[src/source/pcmCodePkg.sv]
`default_nettype none

package pcmCodePkg;

    localparam int pcmCodeWidth = 4;

    // Delay modulation encodes the info bit from this many bit periods back
    localparam int dmDelay = 2;

    // Width of the zero and one run counters used by the MDM omission logic
    localparam int runCountWidth = 8;

    // Telemetry line codes, unlisted values fall back to plain NRZ
    typedef enum logic [pcmCodeWidth-1:0] {
        nrzL = 4'd0,
        nrzM = 4'd1,
        nrzS = 4'd2,
        bipL = 4'd3,
        bipM = 4'd4,
        bipS = 4'd5,
        dmM  = 4'd6,
        dmS  = 4'd7,
        mdmM = 4'd8,
        mdmS = 4'd9
    } pcmCodeT;

endpackage

`default_nettype wire

[src/source/pngenCfgPkg.sv]
`default_nettype none

package pngenCfgPkg;

    import pcmCodePkg::*;

    localparam int phaseWidth = 16;
    localparam int seedWidth = 23;

    typedef enum logic [1:0] {
        pn9  = 2'd0,
        pn11 = 2'd1,
        pn15 = 2'd2,
        pn23 = 2'd3
    } pnPolyT;

    // Control holds enable in bit 0, invert in bit 1, code in 7:4 and polynomial in 9:8
    typedef enum logic [1:0] {
        regControl = 2'd0,
        regRate    = 2'd1,
        regSeed    = 2'd2
    } regAddrT;

    typedef struct packed {
        logic                  runEnable;
        logic                  pcmInvert;
        pcmCodeT               pcmCode;
        pnPolyT                pnPoly;
        logic [phaseWidth-1:0] rateStep;
        logic [seedWidth-1:0]  seed;
        logic                  seedLoad;
    } pngenCfgT;

    typedef struct packed {
        logic halfStrobe;
        logic bitStrobe;
    } strobeT;

endpackage

`default_nettype wire

[src/source/bitRateGen.sv]
`default_nettype none

module bitRateGen import pngenCfgPkg::*; (
    input  wire logic     clk,
    input  wire logic     reset,
    input  wire logic     clkEn,
    input  wire pngenCfgT cfg,
    output strobeT        strobes
);

    logic [phaseWidth-1:0] phase;
    logic [phaseWidth:0]   phaseSum;
    logic                  pairToggle;
    logic                  advance;

    assign advance = clkEn && cfg.runEnable;

    // The carry out of the accumulator marks each half bit
    assign phaseSum = {1'b0, phase} + {1'b0, cfg.rateStep};
    assign strobes.halfStrobe = advance && phaseSum[phaseWidth];

    // Every second half bit closes a full bit
    assign strobes.bitStrobe = strobes.halfStrobe && pairToggle;

    always_ff @(posedge clk) begin
        if (reset || !cfg.runEnable) begin
            phase <= '0;
            pairToggle <= 1'b0;
        end else if (clkEn) begin
            phase <= phaseSum[phaseWidth-1:0];
            if (strobes.halfStrobe) begin
                pairToggle <= !pairToggle;
            end
        end
    end

    // Bit boundaries always coincide with a half-bit boundary
    bitOnHalfCheck: assert property (@(posedge clk) disable iff (reset)
        strobes.bitStrobe |-> strobes.halfStrobe);

endmodule

`default_nettype wire

[src/source/pcmEncoder.sv]
`default_nettype none

module pcmEncoder import pcmCodePkg::*, pngenCfgPkg::*; (
    input  wire logic    clk,
    input  wire logic    reset,
    input  wire logic    clkEn,
    input  wire strobeT  strobes,
    input  wire pcmCodeT pcmCode,
    input  wire logic    pcmInvert,
    input  wire logic    nrzBit,
    output logic         pcmBit
);

    typedef enum logic {
        firstHalf,
        secondHalf
    } bitPhaseT;

    bitPhaseT                 bitPhase;
    logic                     halfTick;
    logic                     bitTick;
    logic                     spaceMode;
    logic                     modifyEnable;
    logic                     diffBit;
    logic                     diffNext;
    logic [dmDelay+1:0]       dmShift;
    logic                     dmBit;
    logic                     prevDmBit;
    logic [runCountWidth-1:0] zerosCount;
    logic [runCountWidth-1:0] onesCount;
    logic                     dmOmission;
    logic                     prevOmission;

    assign halfTick = clkEn && strobes.halfStrobe;
    assign bitTick = clkEn && strobes.bitStrobe;

    // Space variants work on inverted data
    assign spaceMode = pcmCode inside {nrzS, bipS, dmS, mdmS};
    assign modifyEnable = pcmCode inside {mdmM, mdmS};

    // Differential coder toggles on a one for mark and on a zero for space
    assign diffNext = diffBit ^ nrzBit ^ spaceMode;

    always_ff @(posedge clk) begin
        if (reset) begin
            diffBit <= 1'b0;
        end else if (bitTick) begin
            diffBit <= diffNext;
        end
    end

    // A lone half strobe is followed by the bit boundary
    always_ff @(posedge clk) begin
        if (reset) begin
            bitPhase <= firstHalf;
        end else if (halfTick) begin
            bitPhase <= bitTick ? firstHalf : secondHalf;
        end
    end

    assign dmBit = dmShift[dmDelay];
    assign prevDmBit = dmShift[dmDelay+1];

    // Omission detection looks at the newest bit in the pipeline, two bits ahead of
    // the one being encoded, so the flag lines up with the closing one
    always_ff @(posedge clk) begin
        if (reset) begin
            dmShift <= '0;
            zerosCount <= '0;
            onesCount <= '0;
            dmOmission <= 1'b0;
        end else if (bitTick) begin
            dmShift <= {dmShift[dmDelay:0], nrzBit ^ spaceMode};
            dmOmission <= 1'b0;
            if (dmShift[0]) begin
                onesCount <= onesCount + 1'b1;
            end else begin
                onesCount <= '0;
                // Even run of ones after an odd number of zeros
                if (onesCount != '0 && !onesCount[0] && zerosCount[0]) begin
                    dmOmission <= modifyEnable;
                end
                // A zero after a one starts a new zero run
                if (onesCount != '0) begin
                    zerosCount <= runCountWidth'(1);
                end else begin
                    zerosCount <= zerosCount + 1'b1;
                end
            end
        end
    end

    always_ff @(posedge clk) begin
        if (reset) begin
            pcmBit <= 1'b0;
            prevOmission <= 1'b0;
        end else begin
            case (pcmCode)
                nrzL: begin
                    if (bitTick) begin
                        pcmBit <= pcmInvert ^ nrzBit;
                    end
                end
                nrzM, nrzS: begin
                    if (bitTick) begin
                        pcmBit <= pcmInvert ^ diffNext;
                    end
                end
                bipL: begin
                    if (halfTick) begin
                        pcmBit <= pcmInvert ^ nrzBit ^ (bitPhase == secondHalf);
                    end
                end
                bipM, bipS: begin
                    if (halfTick) begin
                        pcmBit <= pcmInvert ^ diffNext ^ (bitPhase == secondHalf);
                    end
                end
                dmM, dmS, mdmM, mdmS: begin
                    if (halfTick) begin
                        if (bitPhase == secondHalf) begin
                            // Boundary transition between two zeros
                            if (!dmBit && !prevDmBit) begin
                                pcmBit <= !pcmBit;
                            end
                            prevOmission <= dmOmission;
                        end else if (prevDmBit && !prevOmission) begin
                            // Mid-bit transition for a one unless omitted
                            pcmBit <= !pcmBit;
                        end
                    end
                end
                default: begin
                    if (bitTick) begin
                        pcmBit <= nrzBit;
                    end
                end
            endcase
        end
    end

endmodule

`default_nettype wire

[src/source/pnSequencer.sv]
`default_nettype none

module pnSequencer import pngenCfgPkg::*; (
    input  wire logic     clk,
    input  wire logic     reset,
    input  wire logic     clkEn,
    input  wire pngenCfgT cfg,
    input  wire strobeT   strobes,
    output logic          nrzBit
);

    logic [seedWidth-1:0] lfsr;
    logic [seedWidth-1:0] seedMasked;
    logic [seedWidth-1:0] activeState;
    pnPolyT               polyActive;
    logic                 feedback;

    // Bits of the register that belong to the selected polynomial
    function automatic logic [seedWidth-1:0] maskOf(input pnPolyT poly);
        case (poly)
            pn9:     maskOf = {seedWidth{1'b1}} >> (seedWidth - 9);
            pn11:    maskOf = {seedWidth{1'b1}} >> (seedWidth - 11);
            pn15:    maskOf = {seedWidth{1'b1}} >> (seedWidth - 15);
            default: maskOf = {seedWidth{1'b1}};
        endcase
    endfunction

    // Tap n sits at lfsr[n-1], the newest bit enters at lfsr[0]
    always_comb begin
        case (polyActive)
            pn9:     feedback = lfsr[8] ^ lfsr[4];
            pn11:    feedback = lfsr[10] ^ lfsr[8];
            pn15:    feedback = lfsr[14] ^ lfsr[13];
            default: feedback = lfsr[22] ^ lfsr[17];
        endcase
    end

    assign seedMasked = cfg.seed & maskOf(cfg.pnPoly);
    assign activeState = lfsr & maskOf(polyActive);

    // The polynomial is taken over together with the seed
    always_ff @(posedge clk) begin
        if (reset) begin
            lfsr <= '1;
            polyActive <= pn23;
            nrzBit <= 1'b0;
        end else if (cfg.seedLoad) begin
            polyActive <= cfg.pnPoly;
            lfsr <= (seedMasked == '0) ? maskOf(cfg.pnPoly) : seedMasked;
        end else if (clkEn && strobes.bitStrobe) begin
            lfsr <= {lfsr[seedWidth-2:0], feedback};
            nrzBit <= feedback;
        end
    end

    activeStateCheck: assert property (@(posedge clk) disable iff (reset)
        activeState != '0);

endmodule

`default_nettype wire

[src/source/pngenRegs.sv]
`default_nettype none

module pngenRegs import pcmCodePkg::*, pngenCfgPkg::*; (
    input  wire logic        clk,
    input  wire logic        reset,
    input  wire logic        regWrite,
    input  wire regAddrT     regAddr,
    input  wire logic [31:0] regData,
    output pngenCfgT         cfg
);

    always_ff @(posedge clk) begin
        if (reset) begin
            cfg.runEnable <= 1'b0;
            cfg.pcmInvert <= 1'b0;
            cfg.pcmCode <= nrzL;
            cfg.pnPoly <= pn9;
            cfg.rateStep <= '0;
            cfg.seed <= '1;
            cfg.seedLoad <= 1'b0;
        end else begin
            // The seed load is a single cycle pulse following the write
            cfg.seedLoad <= 1'b0;
            if (regWrite) begin
                case (regAddr)
                    regControl: begin
                        cfg.runEnable <= regData[0];
                        cfg.pcmInvert <= regData[1];
                        cfg.pcmCode <= pcmCodeT'(regData[4 +: pcmCodeWidth]);
                        cfg.pnPoly <= pnPolyT'(regData[9:8]);
                    end
                    regRate: begin
                        cfg.rateStep <= regData[phaseWidth-1:0];
                    end
                    regSeed: begin
                        cfg.seed <= regData[seedWidth-1:0];
                        cfg.seedLoad <= 1'b1;
                    end
                    default: begin
                    end
                endcase
            end
        end
    end

    // An all-zero seed would stall the LFSR
    seedLoadCheck: assert property (@(posedge clk) disable iff (reset)
        cfg.seedLoad |-> cfg.seed != '0);

endmodule

`default_nettype wire

[src/source/pngenTop.sv]
`default_nettype none

module pngenTop import pngenCfgPkg::*; (
    input  wire logic        clk,
    input  wire logic        reset,
    input  wire logic        clkEn,
    input  wire logic        regWrite,
    input  wire regAddrT     regAddr,
    input  wire logic [31:0] regData,
    output logic             pcmBit,
    output logic             nrzBit,
    output strobeT           strobes
);

    pngenCfgT cfg;

    pngenRegs pngenRegs_i (
        .clk      (clk),
        .reset    (reset),
        .regWrite (regWrite),
        .regAddr  (regAddr),
        .regData  (regData),
        .cfg      (cfg)
    );

    bitRateGen bitRateGen_i (
        .clk     (clk),
        .reset   (reset),
        .clkEn   (clkEn),
        .cfg     (cfg),
        .strobes (strobes)
    );

    pnSequencer pnSequencer_i (
        .clk     (clk),
        .reset   (reset),
        .clkEn   (clkEn),
        .cfg     (cfg),
        .strobes (strobes),
        .nrzBit  (nrzBit)
    );

    // The encoder sees the PN stream as it leaves the sequencer
    pcmEncoder pcmEncoder_i (
        .clk       (clk),
        .reset     (reset),
        .clkEn     (clkEn),
        .strobes   (strobes),
        .pcmCode   (cfg.pcmCode),
        .pcmInvert (cfg.pcmInvert),
        .nrzBit    (nrzBit),
        .pcmBit    (pcmBit)
    );

endmodule

`default_nettype wire

[config.mk]
export PLATFORM = sky130hd
export DESIGN_NAME = pngenTop
export DESIGN_NICKNAME = d
export VERILOG_FILES = /design/src/source/pcmCodePkg.sv /design/src/source/pngenCfgPkg.sv /design/src/source/bitRateGen.sv /design/src/source/pcmEncoder.sv /design/src/source/pnSequencer.sv /design/src/source/pngenRegs.sv /design/src/source/pngenTop.sv
export SDC_FILE = /design/constraint.sdc
export NUM_CORES = 1
export LEC_CHECK = 0
export ABC_AREA = 1
export ABC_CLOCK_PERIOD_IN_PS = 2800
export BUFFER_PORTS_ARGS = -buffer_cell sky130_fd_sc_hd__buf_4
export CAP_MARGIN = 40
export CORE_AREA = 2 2 103 105
export DETAILED_ROUTE_END_ITERATION = 10
export DIE_AREA = 0 0 105 107
export PLACE_DENSITY = 0.73
export SYNTH_ARGS = -nofsm -noshare
export SYNTH_HDL_FRONTEND = slang
export SYNTH_SLANG_ARGS = --single-unit
[constraint.sdc]
create_clock -name clk -period 2.8 [get_ports clk]
set_input_delay 0.14 -clock clk [delete_from_list [all_inputs] [get_ports clk]]
set_output_delay 0.14 -clock clk [all_outputs]
set_load 0.01 [all_outputs]
==> flow_metrics.env, run 1 <==
export IMPL_cts_max_level=3
export IMPL_ir_drop_v=0.000240
export IMPL_crit_arrival_ps=2500
export IMPL_ys_top_cells_by_area="dfxtp_1, nand2_1, a21oi_1"
export IMPL_io_pins=42
export IMPL_ys_ff_latch=109
export IMPL_ys_types=41
export IMPL_placedCellCount=922
export IMPL_slew_viol_final=0
export IMPL_yosysTopAreaCellShare=0.400
export IMPL_crit_start="bitRateGen_i.phase[0]"
export IMPL_postRouteAntennaNets=0
export IMPL_p_leak_nw=2.87
export IMPL_grt_pass1_vias=4751
export IMPL_routed_wl_mm=12.3
export IMPL_hpwl_mm=8.97
export IMPL_initialDrtViolationCount=256
export IMPL_wire_per_inst_um=12.9
export IMPL_nets=871
export IMPL_setup_tns_ps=0
export IMPL_placed_area_mm2=0.00577
export IMPL_preCtsSetupSlack_ps=324
export IMPL_vias_per_cell=5.24
export IMPL_grt_pass1_wl_mm=21.1
export IMPL_start_kind="flop"
export IMPL_synth_area_mux_share=0
export IMPL_numCtsBuffers=9
export IMPL_antenna_found_initial=0
export IMPL_max_cap_violations=0
export IMPL_crit_path_end_kind="output port"
export IMPL_period_minus_slack_ps=2640
export IMPL_cts_tree="done"
export IMPL_synth_cells=776
export IMPL_utilization=0.604
export IMPL_hold_viol=0
export IMPL_vias=5002
export IMPL_synth_top_family_by_area="simple AND/OR/NAND/NOR gates"
export IMPL_grt_setup_unrepaired="false"
export IMPL_port_buffers=32
export IMPL_post_synth_top_area_cell="dfxtp_1"
export IMPL_r2r_start="bitRateGen_i.phase[0]"
export IMPL_hold_ws_ps=10.9
export IMPL_die_height_um=107
export IMPL_fp_dieW_um=105
export IMPL_clock_sinks=109
export IMPL_final_cells=954
export IMPL_worst_slew_pin_slew_ps=604
export IMPL_setup_viol=0
export IMPL_grtUsageTotal=0.230
export IMPL_overflow=0
export IMPL_power_density_mw_per_mm2=455
export IMPL_syn_avg_cell_area_um2=7.03
export IMPL_drive_above_1_share=0.0905
export IMPL_yosysWarnings=0
export IMPL_slew_headroom=0.596
export IMPL_synth_compound_area_share=0.170
export IMPL_grt_max_degree=53
export IMPL_min_from="regData[7]"
export IMPL_die_area_mm2=0.0112
export IMPL_clock_tree_root_cell="clkbuf_8"
export IMPL_clock_path_buffers=2
export IMPL_critPathMaxFanout=7
export IMPL_min_period_over_period=0.944
export IMPL_drc_errors=0
export IMPL_initial_core_util=0.541
export IMPL_max_freq_mhz=378
export IMPL_diodes=0
export IMPL_fin_ws_ps=157
export IMPL_syn2layout_area_growth_pct=11.7
export IMPL_synthXorXnorAreaFrac=0.0193
export IMPL_synthFlopType="dfxtp_1"
export IMPL_outcome="finished clean"
export IMPL_async_reset_ff_frac=0
export IMPL_globalplace_congestion=0.887
export IMPL_path_clk_slew_ps=90
export IMPL_crit_type="reg2out"
export IMPL_syn_area_mm2=0.00546
export IMPL_fin_skew_ps=7.13
export IMPL_first_pass_iters=5
export IMPL_critPathRequiredTime_ps=2660
export IMPL_rows=37
export IMPL_synth_edf_count=0
export IMPL_design_area_mm2=0.00609
export IMPL_core_area_mm2=0.0101
export IMPL_synth_cells_most_frequent="nand2_1, dfxtp_1, inv_1, a21oi_1, nand3_1"
export IMPL_yosysMostFrequentCell="nand2_1"
export IMPL_hp_class="in2reg"
export IMPL_worst_skew_pair_late_latency_ps=370
export IMPL_synth_simple_area_share=0.272
export IMPL_yosysSeqAreaShare=0.400
export IMPL_synth_adder_area_share=0.0450
export IMPL_synth_nets=833
export IMPL_power_mw=2.77
==> report_power, final <==
group,total (mW),internal [mW],switching (mW)
clock,0.850,0.346,0.504
combinational,0.289,0.118,0.172
sequential,1.63,1.60,0.0315
==> worst max-delay path: stages, from the launching register on <==
cell	delay, ps
dfxtp_1	350
ha_1	170
inv_1	50
fa_1	410
o21ai_2	230
nand2_2	100
nand2_4	100
nand3_4	90
nand2_1	130
nand2_2	100
nor2_4	130
buf_4	150
buf_4	120
==> cell type report <==
| class | count | area, um2 |
|---|---|---|
| clock inverter | 1 | 7.51 |
| timing repair buffer | 56 | 460 |
| multi-input combinational | 543 | 2770 |
| inverter | 95 | 357 |
| sequential | 109 | 2180 |
| tap | 136 | 170 |
| fill | 963 | 4000 |
| clock buffer | 14 | 153 |
==> cell families after synthesis <==
logic type      Yosys count
xor+xnor                 12
flops                   109
simple gates            347
buf+inv                 124
compound gates          165
fa+ha+maj                19
==> state kept, by name, summed over array words and instances, names as in the netlist <==
signal and cells:
bitRateGen_i.pairToggle 1, bitRateGen_i.phase 16, pcmEncoder_i.bitPhase 1, pcmEncoder_i.diffBit 1
pcmEncoder_i.dmOmission 1, pcmEncoder_i.dmShift 4, pcmEncoder_i.onesCount 8, pcmEncoder_i.pcmBit 1
pcmEncoder_i.prevOmission 1, pcmEncoder_i.zerosCount 1, pnSequencer_i.lfsr 23, pnSequencer_i.nrzBit 1
pnSequencer_i.polyActive 2, pngenRegs_i.cfg 48
==> worst paths after layout <==
kind | to | slack (ps) | cells past startpoint
hold / removal | pngenRegs_i.cfg[8] | 10 | 3
setup / recovery | strobes[0] | 160 | 12
setup reg to reg | pcmEncoder_i.onesCount[5] | 260 | 16
hold reg to reg | pcmEncoder_i.prevOmission | 460 | 2
==> per-layer routing <==
layer  GRT usage  up-vias  wire, um
met5           0        -         0
met3      0.0261       14       490
li1            -     2595         -
met4      0.0962        0       205
met2       0.393      104      5820
met1       0.296     2289      5760
==> what timing repair did <==
item / CTS / global route
pin swaps: 1 / 1
setup endpoints to repair: 1 / 1
endpoints found under the hold margin: 16 / 0
hold buffers: 16 / 0
gates resized for setup: 0 / 0
buffers inserted: 1 / 0
==> cells in the final DEF, fill, tap and decap left out, types with 6 or more instances in the layout <==
| cell | count |
|---|---|
| o211ai_1 | 14 |
| dfxtp_1 | 109 |
| nand3_1 | 69 |
| clkbuf_8 | 10 |
| nor2_1 | 61 |
| xnor2_1 | 8 |
| buf_4 | 40 |
| nand2_2 | 6 |
| o21ai_0 | 52 |
| ha_1 | 18 |
| dlygate4sd3_1 | 16 |
| inv_1 | 90 |
| a21oi_1 | 77 |
| nand2_1 | 191 |
Power figures use the tool's default switching activity.
==> run 2: changes to the inputs <==
--- a/config.mk
+++ b/config.mk
@@ -5,14 +5,13 @@
 export SDC_FILE = /design/constraint.sdc
 export NUM_CORES = 1
 export LEC_CHECK = 0
-export ABC_AREA = 1
 export ABC_CLOCK_PERIOD_IN_PS = 2800
 export BUFFER_PORTS_ARGS = -buffer_cell sky130_fd_sc_hd__buf_4
 export CAP_MARGIN = 40
 export CORE_AREA = 2 2 103 105
 export DETAILED_ROUTE_END_ITERATION = 10
 export DIE_AREA = 0 0 105 107
-export PLACE_DENSITY = 0.73
+export PLACE_DENSITY = 0.72
 export SYNTH_ARGS = -nofsm -noshare
 export SYNTH_HDL_FRONTEND = slang
 export SYNTH_SLANG_ARGS = --single-unit
==> run 2 against run 1 <==
Fmax fell by 2.1%. Sequential power about the same. Largest cell class unchanged. Synthesized area decreased by 0.94%. Worst setup slack worse by 56 ps. First-iteration DRC count down 39%. Cell count shrank 15%. Synthesized cell count decreased by 18%. Non-clock buffer count is 7 higher. Clock power up 7.1%. Combinational power decreased by 18%.
==> flow_metrics.env, run 2 <==
export IMPL_placedCellCount=777
export IMPL_initialDrtViolationCount=156
export IMPL_slew_viol_final=0
export IMPL_grtUsageTotal=0.220
export IMPL_ys_ff_latch=109
export IMPL_io_pins=42
export IMPL_overflow=0
export IMPL_first_pass_iters=5
export IMPL_fin_ws_ps=101
export IMPL_path_cells="ha_1 > inv_1 > fa_2 > nor2b_2 > o211ai_1 > a311o_1 > a21bo_4 > inv_4 > buf_4"
export IMPL_final_cell_mix="dfxtp_1, nand2_1, nor2_1, a21oi_1, buf_4"
export IMPL_clock_path_buffers=2
export IMPL_cts_max_level=3
export IMPL_reg_top3="pngenRegs_i.cfg (48), pnSequencer_i.lfsr (23), bitRateGen_i.phase (16)"
export IMPL_fp_dieW_um=105
export IMPL_hpwl_mm=8.58
export IMPL_start_kind="flop"
export IMPL_power_density_mw_per_mm2=450
export IMPL_hp_class="in2reg"
export IMPL_hold_ws_ps=7.02
export IMPL_drive_above_1_share=0.115
export IMPL_die_area_mm2=0.0112
export IMPL_core_area_mm2=0.0101
export IMPL_grt_pass1_vias=4407
export IMPL_use_met3=0.0383
export IMPL_diodes=0
export IMPL_path_clk_slew_ps=100
export IMPL_grt_max_degree=61
export IMPL_worst_slew_pin_slew_ps=924
export IMPL_ir_drop_v=0.000252
export IMPL_grtUsageMet1=0.274
export IMPL_drc_errors=0
export IMPL_cpMaxStageDelayCell="a311o_1"
export IMPL_ys_types=67
export IMPL_antenna_found_initial=0
export IMPL_final_common_cell="dfxtp_1"
export IMPL_preCtsSetupSlack_ps=89.2
export IMPL_crit_type="reg2out"
export IMPL_wire_per_inst_um=14.9
export IMPL_ys_top_cells_by_area="dfxtp_1, mux2i_1, nand2_1"
export IMPL_largest_register_ffs=48
export IMPL_hold_viol=0
export IMPL_gr_usage_met2=0.394
export IMPL_slew_headroom=0.382
export IMPL_max_freq_mhz=371
export IMPL_initial_core_util=0.535
export IMPL_vias_per_cell=5.72
export IMPL_r2r_start="bitRateGen_i.phase[0]"
export IMPL_postRouteAntennaNets=0
export IMPL_min_period_over_period=0.964
export IMPL_yosysWarnings=0
export IMPL_utilization=0.611
export IMPL_max_cap_violations=0
export IMPL_clock_tree_root_cell="clkbuf_8"
export IMPL_post_synth_top_area_cell="dfxtp_1"
export IMPL_worst_skew_pair_late_latency_ps=370
export IMPL_outcome="finished clean"
export IMPL_critPathMaxStageDelay_ps=430
export IMPL_numCtsBuffers=9
export IMPL_critPathRequiredTime_ps=2660
export IMPL_nets=728
export IMPL_yosysMostFrequentCell="dfxtp_1"
export IMPL_syn_avg_cell_area_um2=8.54
export IMPL_grt_pass1_wl_mm=20.3
export IMPL_syn_area_mm2=0.00540
export IMPL_crit_start="bitRateGen_i.phase[0]"
export IMPL_yosysSeqAreaShare=0.404
export IMPL_rows=37
export IMPL_p_leak_nw=2.57
export IMPL_period_minus_slack_ps=2700
export IMPL_globalplace_congestion=0.812
export IMPL_async_reset_ff_frac=0
export IMPL_n_fill_cell=908
export IMPL_cp_buffers_inverters=3
export IMPL_synth_nets=690
export IMPL_vias=4641
export IMPL_yosysTopAreaCellShare=0.404
export IMPL_fin_skew_ps=9.08
export IMPL_routed_wl_mm=12.1
export IMPL_synth_cells=633
export IMPL_setup_tns_ps=0
export IMPL_die_height_um=107
export IMPL_port_buffers=32
export IMPL_setup_viol=0
export IMPL_synthFlopType="dfxtp_1"
export IMPL_crit_family="compound AO/OA/AOI/OAI gates"
export IMPL_cts_tree="done"
export IMPL_crit_path_end_kind="output port"
export IMPL_synth_edf_count=0
export IMPL_final_cells=812
export IMPL_grt_busiest_layer="met2"
export IMPL_crit_arrival_ps=2560
export IMPL_syn2layout_area_growth_pct=14.1
export IMPL_clock_sinks=109
export IMPL_largest_register="pngenRegs_i.cfg"
export IMPL_critPathMaxFanout=6
export IMPL_synth_cells_most_frequent="dfxtp_1, nand2_1, nor2_1, a21oi_1, o21ai_0"
export IMPL_min_from="regData[15]"
==> run 2: cell types whose count changed after synthesis, sizes merged, moves of 8 or more <==
cell,before,now
a21oi,79,44
a2bb2oi,0,10
clkbuf,19,27
inv,93,14
mux2i,0,40
nand2,198,106
nand3,70,19
nand3b,0,28
nor2,63,48
o211ai,14,3
o21ai,56,43
==> run 2: layer usage <==
metal | vias up | share of wire
met1 | 2224 | 0.47
met4 | 0 | 0.011
met5 | - | 0
met3 | 12 | 0.032
li1 | 2324 | -
met2 | 81 | 0.49
==> run 2: per-stage QoR <==
step	area [um2]	power, mW
2_1_floorplan	5400	1.80
3_3_place_gp	5760	1.87
3_5_place_dp	5780	1.88
4_1_cts	6140	2.79
5_1_grt	6160	2.89
6_report	6160	2.77
==> run 2: tightest hold or removal path: stages <==
cell	delay (ps)
buf_4	90
nand2_1	50
nand3b_1	70
==> run 2: layout make-up <==
cell class / instances / area [um2] / area share
clock buffer: 12 / 155 / 0.0252
clock inverter: 4 / 30.0 / 0.00487
inverter: 14 / 55.1 / 0.00893
multi-input combinational: 474 / 3020 / 0.490
sequential: 109 / 2180 / 0.354
tap: 136 / 170 / 0.0276
timing repair buffer: 63 / 548 / 0.0889
==> run 2: worst paths after layout <==
| path | end | slack, ps | depth (start not counted) |
|---|---|---|---|
| worst max-delay path | strobes[0] | 100 | 9 |
| worst min-delay path | pngenRegs_i.cfg[16] | 7 | 3 |
| worst max register to register | pnSequencer_i.lfsr[16] | 130 | 11 |
| worst min register to register | pngenRegs_i.cfg[24] | 460 | 2 |
==> run 2: power by group <==
| group | leakage (nW) | internal [mW] | total, mW | switching, mW |
|---|---|---|---|---|
| clock network | 0.0930 | 0.377 | 0.910 | 0.533 |
| logic | 1.59 | 0.114 | 0.237 | 0.123 |
| registers | 0.886 | 1.59 | 1.63 | 0.0369 |
| total | 2.57 | 2.08 | 2.77 | 0.693 |
==> run 2: cell families (layout without fill, tap and decap cells) <==
logic type / count (synthesis) / count (layout) / share of synthesized area
AO/OA/AOI/OAI: 152 / 152 / 0.183
buffers and inverters: 50 / 93 / 0.0398
AND/OR/NAND/NOR: 241 / 241 / 0.217
multiplexers: 41 / 41 / 0.0769
adder cells (fa/ha/maj): 19 / 19 / 0.0454
flip-flops: 109 / 109 / 0.404
XOR/XNOR: 21 / 21 / 0.0340
==> run 2: what timing repair did <==
action / 4_1_cts / 5_1_grt
pin swaps: 0 / 3
setup endpoints to repair: 1 / 2
setup buffers: 0 / 2
endpoints found under the hold margin: 17 / 0
hold buffers: 17 / 0
resized for setup: 3 / 4
